==> src/rv_core_pkg.sv <==
/*
 * rv_core shared definitions: data width, RISC-V instruction formats,
 * decode, writeback and retire records, machine CSR addresses
 */
`default_nettype none

package rv_core_pkg;

  localparam int XLEN = 64;

  // machine CSRs held by csr_file
  localparam logic [11:0] CSR_MSTATUS  = 12'h300;
  localparam logic [11:0] CSR_MTVEC    = 12'h305;
  localparam logic [11:0] CSR_MSCRATCH = 12'h340;
  localparam logic [11:0] CSR_MEPC     = 12'h341;

  typedef struct packed {
    logic [6:0] func7;
    logic [4:0] rs2;
    logic [4:0] rs1;
    logic [2:0] func3;
    logic [4:0] rd;
    logic [6:0] opcode;
  } r_fmt_t;

  typedef struct packed {
    logic [11:0] imm;
    logic [4:0]  rs1;
    logic [2:0]  func3;
    logic [4:0]  rd;
    logic [6:0]  opcode;
  } i_fmt_t;

  typedef struct packed {
    logic [6:0] imm_hi;
    logic [4:0] rs2;
    logic [4:0] rs1;
    logic [2:0] func3;
    logic [4:0] imm_lo;
    logic [6:0] opcode;
  } s_fmt_t;

  typedef struct packed {
    logic       imm_12;
    logic [5:0] imm_10_5;
    logic [4:0] rs2;
    logic [4:0] rs1;
    logic [2:0] func3;
    logic [3:0] imm_4_1;
    logic       imm_11;
    logic [6:0] opcode;
  } b_fmt_t;

  typedef struct packed {
    logic [19:0] imm;
    logic [4:0]  rd;
    logic [6:0]  opcode;
  } u_fmt_t;

  typedef struct packed {
    logic       imm_20;
    logic [9:0] imm_10_1;
    logic       imm_11;
    logic [7:0] imm_19_12;
    logic [4:0] rd;
    logic [6:0] opcode;
  } j_fmt_t;

  // one instruction word, seen through each format
  typedef union packed {
    r_fmt_t r_fmt;
    i_fmt_t i_fmt;
    s_fmt_t s_fmt;
    b_fmt_t b_fmt;
    u_fmt_t u_fmt;
    j_fmt_t j_fmt;
  } inst_u;

  typedef struct packed {
    logic [XLEN-1:0] pc;
    logic [31:0]     inst;
  } in_item_t;

  // one-hot ALU operation
  typedef struct packed {
    logic add;
    logic sub;
    logic slt;
    logic sltu;
    logic bxor;
    logic bor;
    logic band;
    logic sll;
    logic srl;
    logic sra;
    logic andn;
    logic wri;
  } alu_info_t;

  typedef struct packed {
    logic beq;
    logic bne;
    logic blt;
    logic bge;
    logic bltu;
    logic bgeu;
    logic jalr;
    logic jal;
  } bj_info_t;

  typedef struct packed {
    logic exe_to_reg;
    logic mem_addr;
    logic pc_to_reg;
    logic csr_to_reg;
  } wb_sel_t;

  typedef struct packed {
    logic            valid;
    logic [XLEN-1:0] pc;
    logic [XLEN-1:0] op1;
    logic [XLEN-1:0] op2;
    logic [XLEN-1:0] jmp_imm;
    logic            is_word;
    alu_info_t       alu_info;
    bj_info_t        bj_info;
    wb_sel_t         wb_sel;
    logic            rd_w_ena;
    logic [4:0]      rd_w_addr;
    logic            csr_wr_ena;
    logic [11:0]     csr_addr;
    logic [XLEN-1:0] csr_old;
    logic            illegal;
  } dec_t;

  typedef struct packed {
    logic            ena;
    logic [4:0]      addr;
    logic [XLEN-1:0] data;
  } reg_wr_t;

  typedef struct packed {
    logic            ena;
    logic [11:0]     addr;
    logic [XLEN-1:0] data;
  } csr_wr_t;

  // target is zero unless the transfer was taken
  typedef struct packed {
    logic [XLEN-1:0] pc;
    logic            rd_w_ena;
    logic [4:0]      rd;
    logic [XLEN-1:0] result;
    logic            taken;
    logic [XLEN-1:0] target;
    logic            illegal;
  } retire_t;

endpackage

`default_nettype wire

==> src/id_stage.sv <==
/*
 * instruction decode: classifies the head instruction, reads operands
 * and builds the decode record for the execute stage
 */
`default_nettype none

module id_stage
  import rv_core_pkg::*;
(
  input  logic            reset,
  input  logic            issue_valid,
  input  in_item_t        issue_item,
  output logic [4:0]      rs1_addr,
  output logic [4:0]      rs2_addr,
  input  logic [XLEN-1:0] r_data1,
  input  logic [XLEN-1:0] r_data2,
  output logic [11:0]     csr_addr,
  input  logic [XLEN-1:0] csr_data,
  output dec_t            dec
);

  localparam logic [6:0] OPC_LOAD   = 7'h03;
  localparam logic [6:0] OPC_FENCE  = 7'h0f;
  localparam logic [6:0] OPC_IMM    = 7'h13;
  localparam logic [6:0] OPC_AUIPC  = 7'h17;
  localparam logic [6:0] OPC_IMM_W  = 7'h1b;
  localparam logic [6:0] OPC_STORE  = 7'h23;
  localparam logic [6:0] OPC_REG    = 7'h33;
  localparam logic [6:0] OPC_LUI    = 7'h37;
  localparam logic [6:0] OPC_REG_W  = 7'h3b;
  localparam logic [6:0] OPC_BRANCH = 7'h63;
  localparam logic [6:0] OPC_JALR   = 7'h67;
  localparam logic [6:0] OPC_JAL    = 7'h6f;
  localparam logic [6:0] OPC_SYSTEM = 7'h73;
  localparam logic [6:0] OPC_PUTCH  = 7'h7b;

  inst_u           inst;
  logic            act;
  logic [6:0]      opcode;
  logic [2:0]      func3;
  logic [6:0]      func7;
  logic [7:0]      f3;
  logic [XLEN-1:0] imm_i;
  logic [XLEN-1:0] imm_s;
  logic [XLEN-1:0] imm_b;
  logic [XLEN-1:0] imm_u;
  logic [XLEN-1:0] imm_j;
  logic [XLEN-1:0] zimm;
  logic [XLEN-1:0] rs1_lo;
  logic [XLEN-1:0] rs2_lo;

  logic op_load;
  logic op_fence;
  logic op_imm;
  logic op_auipc;
  logic op_imm_w;
  logic op_store;
  logic op_reg;
  logic op_lui;
  logic op_reg_w;
  logic op_branch;
  logic op_jalr;
  logic op_jal;
  logic op_system;
  logic op_putch;
  logic op_csr;
  logic arith;
  logic is_r;
  logic known;
  logic rs1_used;
  logic rs2_used;

  alu_info_t       alu;
  bj_info_t        bj;
  wb_sel_t         wb;
  logic [XLEN-1:0] op1;
  logic [XLEN-1:0] op2;
  logic [XLEN-1:0] jmp_imm;

  assign inst   = issue_item.inst;
  assign act    = issue_valid & ~reset;
  assign opcode = inst.r_fmt.opcode;
  assign func3  = inst.r_fmt.func3;
  assign func7  = inst.r_fmt.func7;
  assign f3     = 8'b1 << func3;

  // immediates, sign extended to XLEN
  assign imm_i = {{(XLEN-12){inst.i_fmt.imm[11]}}, inst.i_fmt.imm};
  assign imm_s = {{(XLEN-12){inst.s_fmt.imm_hi[6]}}, inst.s_fmt.imm_hi, inst.s_fmt.imm_lo};
  assign imm_b = {{(XLEN-12){inst.b_fmt.imm_12}}, inst.b_fmt.imm_11, inst.b_fmt.imm_10_5,
                  inst.b_fmt.imm_4_1, 1'b0};
  assign imm_u = {{(XLEN-32){inst.u_fmt.imm[19]}}, inst.u_fmt.imm, 12'b0};
  assign imm_j = {{(XLEN-20){inst.j_fmt.imm_20}}, inst.j_fmt.imm_19_12, inst.j_fmt.imm_11,
                  inst.j_fmt.imm_10_1, 1'b0};
  assign zimm  = {{(XLEN-5){1'b0}}, inst.i_fmt.rs1};

  // word ops see only the low halves
  assign rs1_lo = {{(XLEN-32){1'b0}}, r_data1[31:0]};
  assign rs2_lo = {{(XLEN-32){1'b0}}, r_data2[31:0]};

  // instruction classes, all low when nothing issues
  assign op_load   = act & (opcode == OPC_LOAD);
  assign op_fence  = act & (opcode == OPC_FENCE);
  assign op_imm    = act & (opcode == OPC_IMM);
  assign op_auipc  = act & (opcode == OPC_AUIPC);
  assign op_imm_w  = act & (opcode == OPC_IMM_W);
  assign op_store  = act & (opcode == OPC_STORE);
  assign op_reg    = act & (opcode == OPC_REG);
  assign op_lui    = act & (opcode == OPC_LUI);
  assign op_reg_w  = act & (opcode == OPC_REG_W);
  assign op_branch = act & (opcode == OPC_BRANCH);
  assign op_jalr   = act & (opcode == OPC_JALR);
  assign op_jal    = act & (opcode == OPC_JAL);
  assign op_system = act & (opcode == OPC_SYSTEM);
  assign op_putch  = act & (opcode == OPC_PUTCH);
  // ecall and ebreak have func3 zero and fall through as no-ops
  assign op_csr    = op_system & (func3[1:0] != 2'b00);

  assign arith = op_imm | op_imm_w | op_reg | op_reg_w;
  assign is_r  = op_reg | op_reg_w;
  assign known = op_load | op_fence | op_imm | op_auipc | op_imm_w | op_store | op_reg
               | op_lui | op_reg_w | op_branch | op_jalr | op_jal | op_system | op_putch;

  always_comb begin
    alu.add  = (arith & f3[0] & ~(is_r & func7[5])) | op_load | op_store | op_lui | op_auipc;
    alu.sub  = is_r & f3[0] & func7[5];
    alu.slt  = arith & f3[2];
    alu.sltu = arith & f3[3];
    alu.bxor = arith & f3[4];
    alu.bor  = (arith & f3[6]) | (op_csr & (func3[1:0] == 2'b10));
    alu.band = arith & f3[7];
    alu.sll  = arith & f3[1];
    // srai carries its 0x20 marker in the same bit as func7
    alu.srl  = arith & f3[5] & ~func7[5];
    alu.sra  = arith & f3[5] & func7[5];
    alu.andn = op_csr & (func3[1:0] == 2'b11);
    alu.wri  = op_csr & (func3[1:0] == 2'b01);
  end

  always_comb begin
    bj.beq  = op_branch & f3[0];
    bj.bne  = op_branch & f3[1];
    bj.blt  = op_branch & f3[4];
    bj.bge  = op_branch & f3[5];
    bj.bltu = op_branch & f3[6];
    bj.bgeu = op_branch & f3[7];
    bj.jalr = op_jalr;
    bj.jal  = op_jal;
  end

  always_comb begin
    wb.exe_to_reg = arith | op_lui | op_auipc;
    wb.mem_addr   = op_load | op_store;
    wb.pc_to_reg  = op_jal | op_jalr;
    wb.csr_to_reg = op_csr;
  end

  assign rs1_used = op_load | op_imm | op_imm_w | op_store | op_reg | op_reg_w | op_branch
                  | op_jalr | (op_csr & ~func3[2]);
  assign rs2_used = op_reg | op_reg_w | op_branch;

  assign rs1_addr = rs1_used ? inst.r_fmt.rs1 : 5'd0;
  assign rs2_addr = rs2_used ? inst.r_fmt.rs2 : 5'd0;
  assign csr_addr = op_csr ? inst.i_fmt.imm : 12'd0;

  always_comb begin
    op1     = '0;
    op2     = '0;
    jmp_imm = '0;
    case (1'b1)
      op_load, op_imm: begin
        op1 = r_data1;
        op2 = imm_i;
      end
      op_imm_w: begin
        op1 = rs1_lo;
        op2 = imm_i;
      end
      op_store: begin
        op1 = r_data1;
        op2 = imm_s;
      end
      op_reg: begin
        op1 = r_data1;
        op2 = r_data2;
      end
      op_reg_w: begin
        op1 = rs1_lo;
        op2 = rs2_lo;
      end
      op_branch: begin
        op1     = r_data1;
        op2     = r_data2;
        jmp_imm = imm_b;
      end
      op_lui: begin
        op2 = imm_u;
      end
      op_auipc: begin
        op1 = issue_item.pc;
        op2 = imm_u;
      end
      op_jalr: begin
        op1     = r_data1;
        jmp_imm = imm_i;
      end
      op_jal: begin
        jmp_imm = imm_j;
      end
      op_csr: begin
        op1 = csr_data;
        op2 = func3[2] ? zimm : r_data1;
      end
      default: ;
    endcase
  end

  always_comb begin
    dec.valid      = act;
    dec.pc         = issue_item.pc;
    dec.op1        = op1;
    dec.op2        = op2;
    dec.jmp_imm    = jmp_imm;
    dec.is_word    = op_imm_w | op_reg_w;
    dec.alu_info   = alu;
    dec.bj_info    = bj;
    dec.wb_sel     = wb;
    dec.rd_w_ena   = wb.exe_to_reg | wb.pc_to_reg | wb.csr_to_reg;
    dec.rd_w_addr  = dec.rd_w_ena ? inst.r_fmt.rd : 5'd0;
    dec.csr_wr_ena = op_csr;
    dec.csr_addr   = csr_addr;
    dec.csr_old    = op_csr ? csr_data : '0;
    dec.illegal    = act & ~known;
  end

endmodule

`default_nettype wire

==> config.mk <==
export PLATFORM = sky130hd
export DESIGN_NAME = id_stage
export DESIGN_NICKNAME = d
export VERILOG_FILES = /design/src/rv_core_pkg.sv /design/src/id_stage.sv
export SDC_FILE = /design/constraint.sdc
export NUM_CORES = 1
export LEC_CHECK = 0
export BUFFER_PORTS_ARGS = -buffer_cell sky130_fd_sc_hd__buf_2
export CORE_AREA = 3 3 265 267
export DETAILED_ROUTE_END_ITERATION = 7
export DIE_AREA = 0 0 268 270
export PLACE_DENSITY_LB_ADDON = 0.12
export SLEW_MARGIN = 20
export SYNTH_ARGS = -nofsm -noshare
export SYNTH_HDL_FRONTEND = slang
export SYNTH_SLANG_ARGS = --single-unit
==> constraint.sdc <==
create_clock -name vclk -period 2.7
set_input_delay 0.27 -clock vclk [all_inputs]
set_output_delay 0.27 -clock vclk [all_outputs]
set_load 0.05 [all_outputs]
==> flow_metrics.py, run 1 <==
metrics = {
    "cells_and_area": {
        "nets": 1671,
        "drive_above_1_share_pct": 57.5,
        "regArea_um2": 0,
        "seq_cells": 0,
        "final_cells": 2265,
        "nClkBuffers": 0,
        "syn_to_final_growth_pct": 82.3,
    },
    "synthesis": {
        "synth_compound_area_share_pct": 35.5,
        "synth_top_area_share_pct": 17.7,
        "netlist_area_um2": 5260,
        "synth.area.top_cells": "buf_4, and2_1, a211o_1",
        "syn_nets": 1126,
        "synthXorXnorAreaFrac_pct": 0,
        "synthMuxAreaShare_pct": 1.07,
        "synth-warning-count": 0,
        "synth.distinct_cells": 56,
        "synthAdderAreaFrac_pct": 0,
        "avgSynthCellArea_um2": 6.29,
        "synth_cells": 836,
        "synth_top_cell_by_area": "buf_4",
        "synth_top_family_by_area": "simple AND/OR/NAND/NOR gates",
        "ys_seq_area_share_pct": 0,
        "synth-simple-area-share_pct": 36.9,
    },
    "placed_design": {
        "dp.cells": 2255,
        "portBuffers": 678,
        "dp_hpwl_um": 39600,
        "gp_routability_congestion": 0.807,
    },
    "sta": {
        "hold_viol_final": 0,
        "tightestPinTransition_ns": 0.934,
        "fin_crit_ns": 2.58,
        "finalSetupViolCount": 0,
        "max-slew-margin-rel_pct": 37.6,
        "fmax_ghz": 0.388,
        "worst_hold_slack_ns": 0.841,
        "grt_setup_unrepaired": "true",
        "drv_slew": 0,
        "fin_crit_sh_pct": 95.4,
    },
    "global_routing": {
        "grt_use_met3_pct": 1.18,
        "antenna_found_initial": 9,
        "overflow": 0,
        "track_usage_pct": 11.7,
        "grt_max_degree": 63,
        "grt_pass1_wl_um": 63000,
        "grt.busiest_layer": "met2",
        "grt_pass1_vias": 8671,
        "met2_usage_pct": 22.3,
        "use_met1_pct": 14.4,
    },
    "floorplan": {
        "die_h_um": 270,
        "start_util_pct": 7.69,
        "fp.dieW_um": 268,
        "die_area_um2": 72400,
        "io_pins": 678,
        "core_area_um2": 68300,
        "rows": 96,
    },
    "routing": {
        "routed_wl_um": 46400,
        "vias_per_cell": 3.78,
        "drc": 0,
        "drtPass1Iterations": 5,
        "num_vias": 8566,
        "ant_nets": 0,
        "drtIter0Drc": 431,
        "avgRoutedWirePerCell_um": 20.5,
    },
    "worst_setup_path": {
        "cp-end-kind": "output port",
        "startpoint": "issue_item[4]",
        "worstSetupPathType": "in -> out",
        "worstSetupStartpointType": "input pin",
        "crit_required_ns": 2.43,
        "worstPathArrival_ns": 2.31,
        "worstPathMaxFanout": 46,
    },
    "run_status": {
        "status": "finished, final reports clean",
    },
    "power_and_ir_drop": {
        "p_leak_nw": 5.53,
        "p_per_area_nw_per_um2": 93.4,
        "power_mw": 0.895,
        "peakVddDrop_mv": 0.0460,
    },
    "min_path": {
        "min-delay-start": "issue_item[49]",
        "worst_hold_path_type": "in -> out",
    },
    "job": {
        "max_cap_viol_count": 0,
    },
}
worst paths after layout:
check | end | slack [ns] | cells past startpoint
setup / recovery | dec[247] | 0.12 | 9
hold / removal | dec[318] | 0.84 | 2
worst max-delay path: stages:
cell,delay [ns]
buf_2,0.22
buf_4,0.21
nand3_2,0.16
nor4_4,0.29
buf_4,0.18
buf_12,0.19
and2_1,0.32
a211o_1,0.13
buf_2,0.26
where the power goes:
group	switching (mW)	internal [mW]
Combinational	0.607	0.287
Sequential	0	0
Clock	0	0.0000000580
Total	0.607	0.287
placed cells by master (no fill, tap or decap), types with 3 or more instances in the layout:
| cell | n |
|---|---|
| a22oi_1 | 44 |
| nor2_4 | 3 |
| a221o_1 | 3 |
| nor4_1 | 32 |
| mux2_2 | 5 |
| a211oi_1 | 3 |
| nand3_1 | 16 |
| a222oi_1 | 4 |
| a22o_1 | 6 |
| nand2b_1 | 6 |
| nor3_1 | 36 |
| o211ai_1 | 31 |
| nor3_2 | 3 |
| buf_12 | 28 |
| o21a_1 | 5 |
| inv_1 | 37 |
| nand2_1 | 41 |
| nor2_1 | 54 |
| buf_4 | 46 |
| a21oi_1 | 10 |
| o21ai_0 | 44 |
| buf_2 | 666 |
| a221oi_1 | 4 |
| nor4_4 | 4 |
| and2_1 | 122 |
| a22oi_2 | 10 |
| diode_2 | 4 |
| nor4_2 | 6 |
| a211o_1 | 62 |
| o22ai_1 | 4 |
layer usage:
| metal | wire [um] | vias to the layer above |
|---|---|---|
| li1 | - | 4015 |
| met1 | 18900 | 4116 |
| met2 | 23900 | 402 |
| met3 | 2860 | 29 |
| met4 | 706 | 4 |
| met5 | 23 | - |
cell families (layout without fill, tap and decap cells):
group / after synthesis / after routing
AO/OA/AOI/OAI: 245 / 245
buffers and inverters: 238 / 780
multiplexers: 5 / 5
other: 0 / 4
AND/OR/NAND/NOR: 348 / 349
cell usage after synthesis (10+ instances only):
| cell | number |
|---|---|
| nand2_1 | 42 |
| o21ai_0 | 44 |
| a21oi_1 | 13 |
| nand3_1 | 17 |
| a211o_1 | 62 |
| nor3_1 | 40 |
| inv_1 | 37 |
| nor2_1 | 56 |
| o211ai_1 | 31 |
| nor4_1 | 38 |
| a22oi_2 | 10 |
| buf_2 | 24 |
| and2_1 | 123 |
| buf_4 | 124 |
| a22oi_1 | 44 |
| clkbuf_1 | 51 |
area by class of cell:
| type | instances | area [um^2] |
|---|---|---|
| tap | 882 | 1100 |
| timing repair buffer | 743 | 4270 |
| antenna | 4 | 10.0 |
| multi-input combinational | 599 | 4060 |
| inverter | 37 | 139 |
| fill | 8066 | 58800 |
timing repair:
| item | in CTS | in global routing |
|---|---|---|
| setup buffers | 1 | 4 |
| resized for setup | 3 | 11 |
| hold buffers | 0 | 0 |
| gates cloned | 0 | 1 |
| endpoints found under the setup margin | 15 | 96 |
| pin swaps | 0 | 4 |
stage by stage:
stage               TNS (ns)  cell area (um^2)  util [%]  setup slack, ns
floorplan             -0.641              5280         -           -0.321
global placement      -0.555              9460      13.8           -0.120
detailed placement    -0.354              9460      13.8          -0.0681
CTS                        0              9490      13.9           0.0156
global route         -0.0638              9570      14.0          -0.0316
finish                     0              9580      14.0            0.124
Note: power is estimated with default switching activity, not from simulation.
==> run 2, diff against run 1 <==
==> constraint.sdc (replaced) <==
create_clock -name vclk -period 2.9
set_input_delay 0.29 -clock vclk [all_inputs]
set_output_delay 0.29 -clock vclk [all_outputs]
set_load 0.05 [all_outputs]
==> run 2 against run 1 <==
Hold slack better by 0.040 ns. Final area is 2.2% lower. Sequential share of layout area stayed put. Combinational power is 7.4% lower. Non-clock buffer count is 15 lower. Via count is 0.50% lower. Sequential cell count stayed put. Final cell count is 0.62% lower.
==> flow_metrics.py, run 2 (synthesis results as in run 1) <==
metrics = {
    "worst_setup_path": {
        "worstPathArrival_ns": 2.46,
        "worstSetupPathType": "in -> out",
        "crit_required_ns": 2.61,
        "worstPathMaxFanout": 49,
        "worstSetupStartpointType": "input pin",
        "cp-end-kind": "output port",
    },
    "sta": {
        "fmax_ghz": 0.364,
        "drv_slew": 0,
        "grt_setup_unrepaired": "false",
        "fin_crit_sh_pct": 94.8,
        "hold_viol_final": 0,
        "finalSetupViolCount": 0,
        "fin_crit_ns": 2.75,
        "max-slew-margin-rel_pct": 51.1,
        "tightestPinTransition_ns": 0.732,
    },
    "cells_and_area": {
        "seq_cells": 0,
        "nClkBuffers": 0,
        "nets": 1655,
        "layout_commonest_cell": "buf_2",
        "mostFrequentLayoutCells": "buf_2, and2_1, a211o_1",
        "fillers": 8056,
        "syn_to_final_growth_pct": 78.3,
        "multi_input_area_um2": 3990,
        "fin_util_pct": 13.7,
        "regArea_um2": 0,
        "drive_above_1_share_pct": 56.2,
        "design_area_um2": 9380,
    },
    "floorplan": {
        "rows": 96,
        "die_h_um": 270,
        "die_area_um2": 72400,
        "start_util_pct": 7.69,
        "io_pins": 678,
        "fp.dieW_um": 268,
        "core_area_um2": 68300,
    },
    "global_routing": {
        "grt_max_degree": 63,
        "overflow": 0,
        "antenna_found_initial": 21,
        "grt_pass1_vias": 8438,
        "track_usage_pct": 12.6,
        "grt_pass1_wl_um": 66300,
    },
    "routing": {
        "vias_per_cell": 3.79,
        "drc": 0,
        "ant_nets": 0,
        "routed_wl_um": 49100,
        "num_vias": 8523,
        "drtPass1Iterations": 5,
        "avgRoutedWirePerCell_um": 21.8,
        "drtIter0Drc": 382,
    },
    "placed_design": {
        "dp_hpwl_um": 42200,
        "portBuffers": 678,
        "placed_area_um2": 9350,
        "gp_routability_congestion": 0.829,
    },
    "power_and_ir_drop": {
        "p_per_area_nw_per_um2": 88.4,
        "peakVddDrop_mv": 0.0329,
        "p_leak_nw": 5.43,
    },
    "min_path": {
        "worst_hold_path_type": "in -> out",
    },
    "run_status": {
        "status": "finished, final reports clean",
    },
    "job": {
        "max_cap_viol_count": 0,
    },
    "clocking": {
        "cts_setup_buffers": 0,
    },
}
-- run 2: changes by cell type in the layout (fill, tap and decap cells not counted), sizes merged --
cell	before	now
diode	4	6
clkbuf	1	0
nor2	58	57
buf	742	728
-- run 2: final timing paths --
path,depth (start not counted),from,slack [ns],endpoint
worst min-delay path,2,issue_item[59],0.88,dec[328]
worst max-delay path,8,issue_item[3],0.15,dec[258]
-- run 2: metrics by stage --
| stage | instances | power [mW] | TNS (ns) | setup slack, ns | hold WS, ns |
|---|---|---|---|---|---|
| after floorplan | 836 | 0.460 | -0.321 | -0.161 | 0.747 |
| after global placement | 2245 | 0.840 | 0 | 0.0752 | 0.879 |
| after detailed placement | 2245 | 0.839 | 0 | 0.0614 | 0.881 |
| after CTS | 2245 | 0.841 | 0 | 0.0612 | 0.882 |
| after global routing | 2246 | 0.885 | 0 | 0.0550 | 0.885 |
| final | 2251 | 0.829 | 0 | 0.151 | 0.881 |
-- run 2: area by class of cell --
class | count | share of cell area (%)
multi-input combinational | 598 | 42.5
timing repair buffer | 728 | 44.1
tap | 882 | 11.8
antenna | 6 | 0.160
inverter | 37 | 1.48
-- run 2: timing repair --
action,4_1_cts,5_1_grt
hold buffers,0,0
setup endpoints to repair,0,53
gates resized for setup,0,2
-- run 2: layer usage --
layer,share of wire (%),global-route usage (%),vias up
met4,1.9,1.68,6
li1,-,-,3984
met5,0.069,0,-
met1,40,14.6,4049
met2,52,24.3,441
met3,6.6,2.06,43
-- run 2: power breakdown --
group	internal (mW)	total, mW	switching [mW]
combinational	0.256	0.829	0.572
sequential	0	0	0
clock	0.000000208	0.000000208	0
-- run 2: critical path, stage by stage --
cell and delay, ns:
buf_2 0.17, or3b_1 0.49, nor4_2 0.32, buf_4 0.20
buf_12 0.20, and2_1 0.32, a211o_1 0.14, buf_2 0.26
==> run 3, diff against run 2 <==
==> constraint.sdc (replaced) <==
create_clock -name vclk -period 2.9
set_input_delay 0.29 -clock vclk [all_inputs]
set_output_delay 0.29 -clock vclk [all_outputs]
set_load 0.005 [all_outputs]
==> run 3 against run 2 <==
Largest cell class is now multi-input gates. First-iteration DRC count grew 11%. Hold slack lost 0.12 ns. Highest routed layer unchanged. Final area shrank 3.3%. Largest power group unchanged. Critical path depth shrank 1. Power shrank 30%. Non-clock buffer count shrank 8. Fmax grew 3.5%. Global-route usage shrank 0.063 points. Critical path type unchanged.
==> flow_metrics.py, run 3 (synthesis results as in run 1) <==
metrics = {
    "run_status": {
        "status": "finished, final reports clean",
    },
    "cells_and_area": {
        "fin_util_pct": 13.3,
        "mostFrequentLayoutCells": "buf_2, and2_1, a211o_1",
        "final_cells": 2245,
        "seq_cells": 0,
        "layout_commonest_cell": "buf_2",
        "syn_to_final_growth_pct": 72.4,
        "regArea_um2": 0,
        "drive_above_1_share_pct": 55.8,
        "fillers": 8048,
        "nClkBuffers": 0,
        "design_area_um2": 9070,
        "nets": 1647,
    },
    "sta": {
        "grt_setup_unrepaired": "false",
        "fin_crit_ns": 2.66,
        "hold_viol_final": 0,
        "max-slew-margin-rel_pct": 31.6,
        "finalSetupViolCount": 0,
        "drv_slew": 0,
        "fmax_ghz": 0.376,
        "tns_ns": 0,
        "worst_hold_slack_ns": 0.757,
        "tightestPinTransition_ns": 1.03,
        "fin_crit_sh_pct": 91.6,
    },
    "floorplan": {
        "die_area_um2": 72400,
        "core_area_um2": 68300,
        "rows": 96,
        "start_util_pct": 7.69,
        "die_h_um": 270,
        "io_pins": 678,
        "fp.dieW_um": 268,
    },
    "routing": {
        "routed_wl_um": 48900,
        "drc": 0,
        "ant_nets": 0,
        "drtPass1Iterations": 7,
        "vias_per_cell": 3.78,
        "drtIter0Drc": 425,
        "avgRoutedWirePerCell_um": 21.8,
        "num_vias": 8489,
    },
    "worst_setup_path": {
        "worstPathMaxFanout": 31,
        "worstSetupPathType": "in -> out",
        "crit_path_top_delay_cell": "nor4_1",
        "critical_path_buf_inv_count": 3,
        "worstPathArrival_ns": 2.37,
        "critPathMaxStageDelay_ns": 0.59,
        "crit_path_frequent_cell": "buf_2",
        "path_cells": "buf_2 > nand3_2 > buf_4 > nor4_1 > o21ai_0 > a22oi_1 > buf_2",
        "cpLargestDelayFamily": "simple AND/OR/NAND/NOR gates",
        "crit_required_ns": 2.61,
        "worstSetupStartpointType": "input pin",
        "cp-end-kind": "output port",
    },
    "global_routing": {
        "track_usage_pct": 12.5,
        "antenna_found_initial": 26,
        "overflow": 0,
        "grt_max_degree": 63,
        "grt_pass1_vias": 8570,
        "grt_pass1_wl_um": 65700,
    },
    "power_and_ir_drop": {
        "clkPwrFrac_pct": 0,
        "p_seq_share_pct": 0,
        "combPwrFrac_pct": 100.0,
        "internal_power_mw": 0.250,
        "p_sw_share_pct": 57.0,
        "p_sw_mw": 0.331,
        "p_leak_nw": 5.33,
        "p_per_area_nw_per_um2": 64.0,
        "peakVddDrop_mv": 0.0273,
    },
    "placed_design": {
        "dp.cells": 2237,
        "placed_area_um2": 9050,
        "dp_hpwl_um": 41700,
        "portBuffers": 678,
        "gp_routability_congestion": 0.808,
    },
    "job": {
        "max_cap_viol_count": 0,
    },
    "min_path": {
        "worst_hold_path_type": "in -> out",
    },
    "clocking": {
        "cts_setup_buffers": 0,
        "holdBufCountCts": 0,
        "cts_resized": 0,
    },
}
==> run 3: cell type report <==
class | count | area (um^2) | area share [%]
inverters | 37 | 139 | 1.53
repair buffers | 720 | 3830 | 42.3
diodes | 8 | 20.0 | 0.221
multi-input cells | 598 | 3970 | 43.8
well taps | 882 | 1100 | 12.2
==> run 3: path summary, 6_finish.rpt <==
path | startpoint | endpoint | slack (ns) | cells after the start
worst max-delay path | issue_item[4] | dec[236] | 0.24 | 7
worst min-delay path | issue_item[58] | dec[327] | 0.76 | 2
==> run 3: metrics by stage <==
step	power (mW)	setup slack (ns)
after floorplan	0.224	0.391
after global placement	0.599	0.211
after detailed placement	0.597	0.195
after CTS	0.600	0.180
after global routing	0.639	0.0863
final	0.581	0.243
==> run 3: per-layer routing <==
layer / global-route usage, % / share of wire (%)
met1: 13.2 / 37
met2: 26.0 / 55
met3: 2.19 / 6.5
met4: 1.21 / 1.3
met5: 0 / 0.17
==> run 3: power groups by stage <==
stage / Clock (mW) / Combinational [mW] / Sequential [mW]
after global placement: 0 / 0.599 / 0
after detailed placement: 0 / 0.597 / 0
after CTS: 0 / 0.600 / 0
after floorplan: 0 / 0.224 / 0
after global routing: 0.0000000927 / 0.639 / 0
final: 0.000000281 / 0.581 / 0
